$ cat config.mk
export PLATFORM = sky130hd
export DESIGN_NAME = f8_core
export DESIGN_NICKNAME = d
export VERILOG_FILES = /design/src/verilog/f8_pkg.sv /design/src/verilog/f8_regfile.sv /design/src/verilog/f8_mem_arbiter.sv /design/src/verilog/f8_fetch.sv /design/src/verilog/f8_execute.sv /design/src/verilog/f8_core.sv
export SDC_FILE = /design/constraint.sdc
export NUM_CORES = 1
export LEC_CHECK = 0
export ABC_AREA = 1
export BUFFER_PORTS_ARGS = -buffer_cell sky130_fd_sc_hd__buf_2
export CORE_MARGIN = 3
export CORE_UTILIZATION = 55
export CTS_CLUSTER_DIAMETER = 120
export DETAILED_ROUTE_END_ITERATION = 16
export PLACE_DENSITY_LB_ADDON = 0.08
export SYNTH_ARGS = -nofsm -noshare
export SYNTH_HDL_FRONTEND = slang
export SYNTH_SLANG_ARGS = --single-unit
$ cat constraint.sdc
create_clock -name clk -period 5.45 [get_ports clk]
set_input_delay 0.545 -clock clk [delete_from_list [all_inputs] [get_ports clk]]
set_output_delay 0.545 -clock clk [all_outputs]
set_load 0.02 [all_outputs]
$ cat src/verilog/f8_pkg.sv
/*
  Shared widths, opcodes and bus structs for the reduced f8 core.
  Opcode values are local to this core and not binary compatible with f8.
  Opcodes not listed here decode as one-byte nops.
  Byte enables are ordered low lane first, bit 0 is the byte at the address.
*/
package f8_pkg;

	localparam int ADDR_W = 16;
	localparam int DATA_W = 8;
	localparam int BANK_ADDR_W = 15;
	localparam logic [ADDR_W-1:0] RESET_PC = 16'h4000;

	typedef enum logic [7:0]
	{
		OP_NOP         = 8'h00,
		OP_TRAP        = 8'h01,
		OP_LD_XL_IMMD  = 8'h10,
		OP_LD_XL_DIR   = 8'h11,
		OP_LD_XL_IY    = 8'h12,
		OP_LD_DIR_XL   = 8'h13,
		OP_LDW_Y_IMMD  = 8'h14,
		OP_ADD_XL_IMMD = 8'h20,
		OP_SUB_XL_IMMD = 8'h21,
		OP_AND_XL_IMMD = 8'h22,
		OP_OR_XL_IMMD  = 8'h23,
		OP_XOR_XL_IMMD = 8'h24,
		OP_ADD_XL_DIR  = 8'h25,
		OP_JR_D        = 8'h30,
		OP_JRZ_D       = 8'h31,
		OP_JRNZ_D      = 8'h32,
		OP_JRC_D       = 8'h33,
		OP_JP_IMMD     = 8'h34
	} opcode_t;

	typedef enum logic [1:0]
	{
		PHASE_EXEC    = 2'd0,
		PHASE_UPPER   = 2'd1,
		PHASE_OPERAND = 2'd2
	} fetch_phase_t;

	typedef struct packed
	{
		logic z;
		logic n;
		logic c;
	} flags_t;

	typedef struct packed
	{
		logic target_y;
		logic [1:0] be;
		logic [2*DATA_W-1:0] data;
	} reg_write_t;

	typedef struct packed
	{
		logic [ADDR_W-1:0] addr;
		logic [2*DATA_W-1:0] data;
		logic [1:0] be;
	} mem_write_t;

	typedef struct packed
	{
		logic [BANK_ADDR_W-1:0] read_addr;
		logic [BANK_ADDR_W-1:0] write_addr;
		logic [DATA_W-1:0] write_data;
		logic write_en;
	} bank_port_t;

	function automatic logic [1:0] instsize(opcode_t opcode);
		case (opcode)
			OP_LD_XL_DIR, OP_LD_DIR_XL, OP_LDW_Y_IMMD, OP_ADD_XL_DIR, OP_JP_IMMD:
				return 2'd3;
			OP_LD_XL_IMMD, OP_ADD_XL_IMMD, OP_SUB_XL_IMMD, OP_AND_XL_IMMD,
			OP_OR_XL_IMMD, OP_XOR_XL_IMMD, OP_JR_D, OP_JRZ_D, OP_JRNZ_D, OP_JRC_D:
				return 2'd2;
			default:
				return 2'd1;
		endcase
	endfunction

endpackage

$ cat src/verilog/f8_regfile.sv
/*
  Architectural state of the core: x, y, flags and pc.
  x and y have no reset and hold X until first written.
*/
`timescale 1ns/1ps

module f8_regfile import f8_pkg::*;
(
	input logic clk,
	input logic reset,
	input reg_write_t reg_write,
	input flags_t next_flags,
	input logic [ADDR_W-1:0] next_pc,
	output logic [ADDR_W-1:0] x,
	output logic [ADDR_W-1:0] y,
	output logic [ADDR_W-1:0] pc,
	output flags_t flags
);

	always_ff @(posedge clk)
	begin
		if (reg_write.be[0])
		begin
			if (reg_write.target_y)
				y[7:0] <= reg_write.data[7:0];
			else
				x[7:0] <= reg_write.data[7:0];
		end
		if (reg_write.be[1])
		begin
			if (reg_write.target_y)
				y[15:8] <= reg_write.data[15:8];
			else
				x[15:8] <= reg_write.data[15:8];
		end
	end

	always_ff @(posedge clk)
	begin
		if (reset)
		begin
			flags <= '0;
			pc <= RESET_PC;
		end
		else
		begin
			flags <= next_flags;
			pc <= next_pc;
		end
	end

endmodule

$ cat src/verilog/f8_mem_arbiter.sv
/*
  Maps 16-bit byte accesses onto the even and odd memory banks.
  Banks must have a one-cycle synchronous read and be always ready.
  An odd address reads the even bank one bank word higher, so any
  two consecutive bytes come back in one cycle.
*/
`timescale 1ns/1ps

module f8_mem_arbiter import f8_pkg::*;
(
	input logic clk,
	input logic reset,
	input fetch_phase_t phase,
	input logic [ADDR_W-1:0] fetch_addr,
	input logic [ADDR_W-1:0] operand_addr,
	input mem_write_t mem_write,
	input logic [DATA_W-1:0] read_data_even,
	input logic [DATA_W-1:0] read_data_odd,
	output bank_port_t bank_even,
	output bank_port_t bank_odd,
	output logic [ADDR_W-1:0] read_word
);

	logic [ADDR_W-1:0] read_addr;
	logic [BANK_ADDR_W-1:0] read_carry;
	logic [BANK_ADDR_W-1:0] write_carry;
	logic read_odd_q;
	logic write_odd;

	always_comb
	begin
		case (phase)
			PHASE_OPERAND: read_addr = operand_addr;
			default: read_addr = fetch_addr;
		endcase
	end

	assign read_carry = {{(BANK_ADDR_W-1){1'b0}}, read_addr[0]};
	assign write_odd = mem_write.addr[0];
	assign write_carry = {{(BANK_ADDR_W-1){1'b0}}, write_odd};

	assign bank_odd.read_addr = read_addr[ADDR_W-1:1];
	assign bank_even.read_addr = read_addr[ADDR_W-1:1] + read_carry;

	// alignment of the word arriving next cycle
	always_ff @(posedge clk)
	begin
		if (reset)
			read_odd_q <= 1'b0;
		else
			read_odd_q <= read_addr[0];
	end

	assign read_word = read_odd_q ? {read_data_even, read_data_odd} :
		{read_data_odd, read_data_even};

	// odd start address puts the low byte on the odd bank
	assign bank_odd.write_addr = mem_write.addr[ADDR_W-1:1];
	assign bank_even.write_addr = mem_write.addr[ADDR_W-1:1] + write_carry;
	assign bank_even.write_data = write_odd ? mem_write.data[15:8] : mem_write.data[7:0];
	assign bank_odd.write_data = write_odd ? mem_write.data[7:0] : mem_write.data[15:8];
	assign bank_even.write_en = write_odd ? mem_write.be[1] : mem_write.be[0];
	assign bank_odd.write_en = write_odd ? mem_write.be[0] : mem_write.be[1];

endmodule

$ cat src/verilog/f8_fetch.sv
/*
  Fetch sequencer. Two instruction bytes arrive per cycle; a third
  byte costs one PHASE_UPPER cycle and a memory operand one
  PHASE_OPERAND cycle. execute is high once per instruction.
  While reset is high the instruction is forced to nop and pc holds.
*/
`timescale 1ns/1ps

module f8_fetch import f8_pkg::*;
(
	input logic clk,
	input logic reset,
	input logic [ADDR_W-1:0] read_word,
	input logic [ADDR_W-1:0] pc,
	input logic branch_taken,
	input logic [ADDR_W-1:0] branch_target,
	input logic trap,
	output logic [23:0] inst,
	output logic execute,
	output fetch_phase_t phase,
	output logic [ADDR_W-1:0] fetch_addr,
	output logic [ADDR_W-1:0] next_pc
);

	opcode_t opcode;
	logic [23:0] held_inst;
	logic upper_valid;
	logic operand_valid;
	logic loads_operand;
	logic need_upper;
	logic need_operand;

	always_comb
	begin
		if (reset)
			inst = {16'h0000, OP_NOP};
		else if (upper_valid)
			// word was read at pc+1, so its high byte is the third byte
			inst = {read_word[15:8], held_inst[15:0]};
		else if (operand_valid)
			inst = held_inst;
		else
			inst = {8'h00, read_word};
	end

	assign opcode = opcode_t'(inst[7:0]);
	assign loads_operand = (opcode == OP_LD_XL_DIR) || (opcode == OP_LD_XL_IY) ||
		(opcode == OP_ADD_XL_DIR);

	assign need_upper = (instsize(opcode) == 2'd3) && !upper_valid && !operand_valid;
	assign need_operand = loads_operand && !operand_valid && !need_upper;
	assign execute = !reset && !need_upper && !need_operand;

	always_comb
	begin
		if (need_upper)
			phase = PHASE_UPPER;
		else if (need_operand)
			phase = PHASE_OPERAND;
		else
			phase = PHASE_EXEC;
	end

	always_comb
	begin
		if (!execute || trap)
			next_pc = pc;
		else if (branch_taken)
			next_pc = branch_target;
		else
			next_pc = pc + {{(ADDR_W-2){1'b0}}, instsize(opcode)};
	end

	assign fetch_addr = (phase == PHASE_UPPER) ? pc + 16'd1 : next_pc;

	always_ff @(posedge clk)
	begin
		if (reset)
		begin
			held_inst <= {16'h0000, OP_NOP};
			upper_valid <= 1'b0;
			operand_valid <= 1'b0;
		end
		else
		begin
			held_inst <= inst;
			upper_valid <= (phase == PHASE_UPPER);
			operand_valid <= (phase == PHASE_OPERAND);
		end
	end

endmodule

$ cat src/verilog/f8_execute.sv
/*
  Decode and execute for the reduced instruction set, purely combinational.
  Relative branch targets are pc of the branch plus the signed displacement.
  Loads from memory set Z and N; ld xl with an immediate leaves flags alone.
  All write strobes are low unless execute is high.
*/
`timescale 1ns/1ps

module f8_execute import f8_pkg::*;
(
	input logic [23:0] inst,
	input logic execute,
	input logic [ADDR_W-1:0] read_word,
	input logic [ADDR_W-1:0] x,
	input logic [ADDR_W-1:0] y,
	input logic [ADDR_W-1:0] pc,
	input flags_t flags,
	output logic [ADDR_W-1:0] operand_addr,
	output reg_write_t reg_write,
	output flags_t next_flags,
	output mem_write_t mem_write,
	output logic branch_taken,
	output logic [ADDR_W-1:0] branch_target,
	output logic trap
);

	opcode_t opcode;
	logic [DATA_W-1:0] imm8;
	logic [DATA_W-1:0] mem8;
	logic [DATA_W-1:0] op8;
	logic [DATA_W-1:0] alu_res;
	logic [DATA_W:0] sum9;
	logic [ADDR_W-1:0] rel_target;

	assign opcode = opcode_t'(inst[7:0]);
	assign imm8 = inst[15:8];
	assign mem8 = read_word[7:0];
	assign op8 = (opcode == OP_ADD_XL_DIR) ? mem8 : imm8;
	assign operand_addr = (opcode == OP_LD_XL_IY) ? y : inst[23:8];
	assign rel_target = pc + {{8{imm8[7]}}, imm8};
	assign trap = (opcode == OP_TRAP);

	// sub is x + ~op + 1, carry set means no borrow
	always_comb
	begin
		if (opcode == OP_SUB_XL_IMMD)
			sum9 = {1'b0, x[7:0]} + {1'b0, ~op8} + 9'd1;
		else
			sum9 = {1'b0, x[7:0]} + {1'b0, op8};
		case (opcode)
			OP_AND_XL_IMMD: alu_res = x[7:0] & op8;
			OP_OR_XL_IMMD: alu_res = x[7:0] | op8;
			OP_XOR_XL_IMMD: alu_res = x[7:0] ^ op8;
			default: alu_res = sum9[7:0];
		endcase
	end

	always_comb
	begin
		reg_write = '{target_y: 1'b0, be: 2'b00, data: {alu_res, alu_res}};
		next_flags = flags;
		mem_write = '{addr: inst[23:8], data: {8'h00, x[7:0]}, be: 2'b00};
		branch_taken = 1'b0;
		branch_target = rel_target;
		if (execute)
		begin
			case (opcode)
				OP_LD_XL_IMMD:
				begin
					reg_write.data = {imm8, imm8};
					reg_write.be = 2'b01;
				end
				OP_LD_XL_DIR, OP_LD_XL_IY:
				begin
					reg_write.data = {mem8, mem8};
					reg_write.be = 2'b01;
					next_flags.z = (mem8 == 8'h00);
					next_flags.n = mem8[7];
				end
				OP_LDW_Y_IMMD:
				begin
					reg_write.target_y = 1'b1;
					reg_write.data = inst[23:8];
					reg_write.be = 2'b11;
					next_flags.z = (inst[23:8] == 16'h0000);
					next_flags.n = inst[23];
				end
				OP_LD_DIR_XL:
					mem_write.be = 2'b01;
				OP_ADD_XL_IMMD, OP_SUB_XL_IMMD, OP_ADD_XL_DIR:
				begin
					reg_write.be = 2'b01;
					next_flags.z = (alu_res == 8'h00);
					next_flags.n = alu_res[7];
					next_flags.c = sum9[8];
				end
				OP_AND_XL_IMMD, OP_OR_XL_IMMD, OP_XOR_XL_IMMD:
				begin
					reg_write.be = 2'b01;
					next_flags.z = (alu_res == 8'h00);
					next_flags.n = alu_res[7];
				end
				OP_JR_D: branch_taken = 1'b1;
				OP_JRZ_D: branch_taken = flags.z;
				OP_JRNZ_D: branch_taken = !flags.z;
				OP_JRC_D: branch_taken = flags.c;
				OP_JP_IMMD:
				begin
					branch_taken = 1'b1;
					branch_target = inst[23:8];
				end
				default:
				begin
					// nop, trap and unknown opcodes change nothing
					branch_taken = 1'b0;
				end
			endcase
		end
	end

endmodule

$ cat src/verilog/f8_core.sv
/*
  Reduced f8-style 8-bit core on a split even/odd byte memory.
  Both banks need a one-cycle synchronous read and accept writes every cycle.
  Execution starts at RESET_PC in the first cycle after reset.
  trap stays high while a trap instruction is held.
*/
`timescale 1ns/1ps

module f8_core import f8_pkg::*;
(
	input logic clk,
	input logic reset,
	input logic [DATA_W-1:0] read_data_even,
	input logic [DATA_W-1:0] read_data_odd,
	output bank_port_t bank_even,
	output bank_port_t bank_odd,
	output logic trap
);

	logic [ADDR_W-1:0] x, y, pc, next_pc;
	logic [ADDR_W-1:0] fetch_addr, operand_addr, read_word, branch_target;
	logic [23:0] inst;
	logic execute, branch_taken;
	flags_t flags, next_flags;
	reg_write_t reg_write;
	mem_write_t mem_write;
	fetch_phase_t phase;

	f8_regfile u_regfile (.clk(clk), .reset(reset), .reg_write(reg_write),
		.next_flags(next_flags), .next_pc(next_pc), .x(x), .y(y), .pc(pc), .flags(flags));

	f8_mem_arbiter u_arbiter (.clk(clk), .reset(reset), .phase(phase),
		.fetch_addr(fetch_addr), .operand_addr(operand_addr), .mem_write(mem_write),
		.read_data_even(read_data_even), .read_data_odd(read_data_odd),
		.bank_even(bank_even), .bank_odd(bank_odd), .read_word(read_word));

	f8_fetch u_fetch (.clk(clk), .reset(reset), .read_word(read_word), .pc(pc),
		.branch_taken(branch_taken), .branch_target(branch_target), .trap(trap),
		.inst(inst), .execute(execute), .phase(phase), .fetch_addr(fetch_addr),
		.next_pc(next_pc));

	f8_execute u_execute (.inst(inst), .execute(execute), .read_word(read_word),
		.x(x), .y(y), .pc(pc), .flags(flags), .operand_addr(operand_addr),
		.reg_write(reg_write), .next_flags(next_flags), .mem_write(mem_write),
		.branch_taken(branch_taken), .branch_target(branch_target), .trap(trap));

endmodule

==> impl_metrics.yaml <==
outcome:
  status: "completed"
floorplanning:
  rows: 43
  fp.dieW_um: 127
  initial_core_util_pct: 57.3
  dieArea_mm2: 0.0162
  die_h_um: 127
  ios: 97
  core_mm2: 0.0141
routing:
  via_per_inst: 5.69
  dr.pass1.iters: 5
  drt-initial-drc-count: 1102
  post_drt_wl_per_cell_um: 18.3
  drc: 0
  route.vias.total: 8545
  wirelength_um: 27500
  ant_nets: 0
layout:
  regArea_mm2: 0.00163
  syn_to_final_growth_pct: 9.66
  n_antenna_cell: 0
  final_layout_size_suffix_gt1_share_pct: 18.7
  final_cells: 1503
  n_fill_cell: 1417
  fin_nets: 1387
  multi_input_area_mm2: 0.00536
sta:
  slew_violations: 0
  setup_viol: 0
  fmax_mhz: 197
  setup_tns_ns: 0
  hold_viol: 0
  period_needed_ns: 5.09
  worst_slew_pin_slew_ns: 1.01
  post-route-period-util_pct: 93.3
  fin_skew_ns: 0.00841
  relSlewSlack_pct: 32.3
clock_network:
  clockBufferDepth: 2
  hold_buffers: 0
  cts_buffers: 9
  htree_levels: 3
  cts_sinks: 69
  path_clk_slew_ns: 0.06
  clkLatencyLatePin_ns: 0.35
  root_buffer: "clkbuf_16"
  cts_tree: "yes"
synth:
  yosys_most_used_dff: "dfxtp_1"
  synth_common_cells: "nand2_1 (333), inv_1 (170), nor2_1 (96)"
  synth_nets: 1317
  yosys.area.top_type: "nand2_1"
  avgSynthCellArea_um2: 6.50
  seq_area_frac_synth_pct: 20.0
  synth_most_common_cell: "nand2_1"
  netlist_instances: 1248
  yosys_warnings: 0
  synthTopCellsByArea: "nand2_1 (15%), dfxtp_1 (11%), edfxtp_1 (8.9%), inv_1 (7.9%), ha_1 (7.2%)"
  yosysTopAreaCellShare_pct: 15.4
  async_reset_ff_share_pct: 0
  synth-edff-count: 24
  synth-seq-cells: 69
  ys_types: 55
  netlist_area_mm2: 0.00811
global_routing:
  grt.busiest_layer: "met1"
  met1_usage_pct: 50.8
  overflow: 0
  grt_usage_pct: 33.4
  grt_pass1_wl_um: 42300
  grt_use_met2_pct: 47.1
  grt_max_degree: 35
  grt_util_met3_pct: 7.32
  grt_pass1_vias: 7533
  antenna_found_initial: 0
power:
  p_leak_uw: 0.00453
  p_per_area_mw_per_mm2: 642
  vdd_drop_max_v: 0.000672
place:
  io_buffer_count: 96
  gp_congestion: 1.01
  dp_cells: 1482
  hpwl_um: 22000
setup_path:
  worstPathMaxFanout: 15
  cp.required_ns: 4.91
  end_kind: "output port"
  crit_path_start_kind: "register"
  cp.arrival_ns: 4.54
  crit_type: "reg2out"
hold_path:
  min_path_type: "reg2reg"
flow_run:
  maxCapViolCount: 0
[sequential cells by signal, summed over array words and instances (netlist names)]
register,cells
u_fetch.upper_valid,1
u_fetch.held_inst,24
u_fetch.operand_valid,1
u_regfile.flags,2
u_regfile.x,8
u_regfile.y,16
u_arbiter.read_odd_q,1
u_regfile.pc,16
[per-layer routing]
metal / share of wire [%] / wire length [um]
met5: 0 / 0
met4: 2.5 / 692
met3: 12 / 3240
met2: 40 / 11100
met1: 45 / 12500
[where the power goes]
group	switching, uW	internal (uW)
registers	129	724
clock network	251	357
logic	2940	1310
total	3320	2390
[worst paths after layout]
path / from / end / slack (ns) / depth (start not counted)
worst min register to register: u_fetch.held_inst[23]$_SDFF_PP0_ / u_fetch.held_inst[23]$_SDFF_PP0_ / 0.48 / 2
worst max register to register: u_fetch.upper_valid$_SDFF_PP0_ / u_regfile.y[6]$_DFFE_PP_ / 0.84 / 22
worst min-delay path: u_fetch.held_inst[23]$_SDFF_PP0_ / u_fetch.held_inst[23]$_SDFF_PP0_ / 0.48 / 2
worst max-delay path: u_fetch.upper_valid$_SDFF_PP0_ / bank_even[29] / 0.36 / 24
[layout by cell type, fill, tap and decap left out, types with 43 or more instances in the layout]
master	Yosys	final
nand3_1	66	66
inv_1	170	170
o21ai_0	64	64
dfxtp_1	45	43
buf_2	3	96
xor2_1	56	56
a21oi_1	46	46
nand2_1	333	333
ha_1	47	47
nor2_1	96	94
[cell families (layout without fill, tap and decap cells)]
group | after synthesis | after routing | synth area share, %
buf+inv | 249 | 324 | 14.3
fa+ha+maj | 51 | 51 | 8.24
simple gates | 617 | 617 | 35.7
mux | 6 | 6 | 0.833
xor+xnor | 60 | 60 | 6.48
compound gates | 196 | 196 | 14.4
flops | 69 | 69 | 20.0
[layout make-up]
cell class	instances	share of cell area (%)
multi-input cells	930	60.3
clock buffers	9	2.53
repair buffers	122	7.60
flip-flops and latches	69	18.3
clock inverters	7	0.844
well taps	180	2.53
inverters	186	7.93
[worst max-delay path, cell delays in order (launching register included)]
cell and delay [ns]:
dfxtp_2 0.39, nor2_4 0.28, buf_4 0.28, o21ai_0 0.13
a21oi_1 0.42, ha_1 0.37, a21oi_1 0.20, nand2_1 0.15
nand2_1 0.14, nand2_1 0.06, nand2_1 0.06, nand2_1 0.06
xor2_1 0.20, nand2_1 0.07, o21ai_0 0.07, nand2_1 0.07
nand2_1 0.10, nand2_1 0.05, nand2_1 0.10, nand3_1 0.09
nand2_2 0.17, nand2_2 0.12, nor3_4 0.24, xor2_1 0.19
buf_2 0.19
[through the flow]
| stage | hold slack, ns | setup slack, ns | total power, uW | utilization (%) | cell area [um^2] |
|---|---|---|---|---|---|
| floorplan | 0.444 | 0.675 | 4030 | - | 8110 |
| global placement | 0.456 | 0.425 | 4950 | 60.3 | 8530 |
| detailed placement | 0.466 | 0.451 | 4970 | 60.3 | 8530 |
| CTS | 0.476 | 0.0705 | 5590 | 62.4 | 8830 |
| global route | 0.489 | -0.0150 | 6140 | 62.9 | 8890 |
| finish | 0.478 | 0.364 | 5710 | 62.9 | 8890 |
[timing repair]
item | 4_1_cts | 5_1_grt
resized for setup | 0 | 8
buffers inserted | 0 | 5
setup endpoints to repair | 0 | 11
Note: power is estimated with default switching activity, not from simulation.
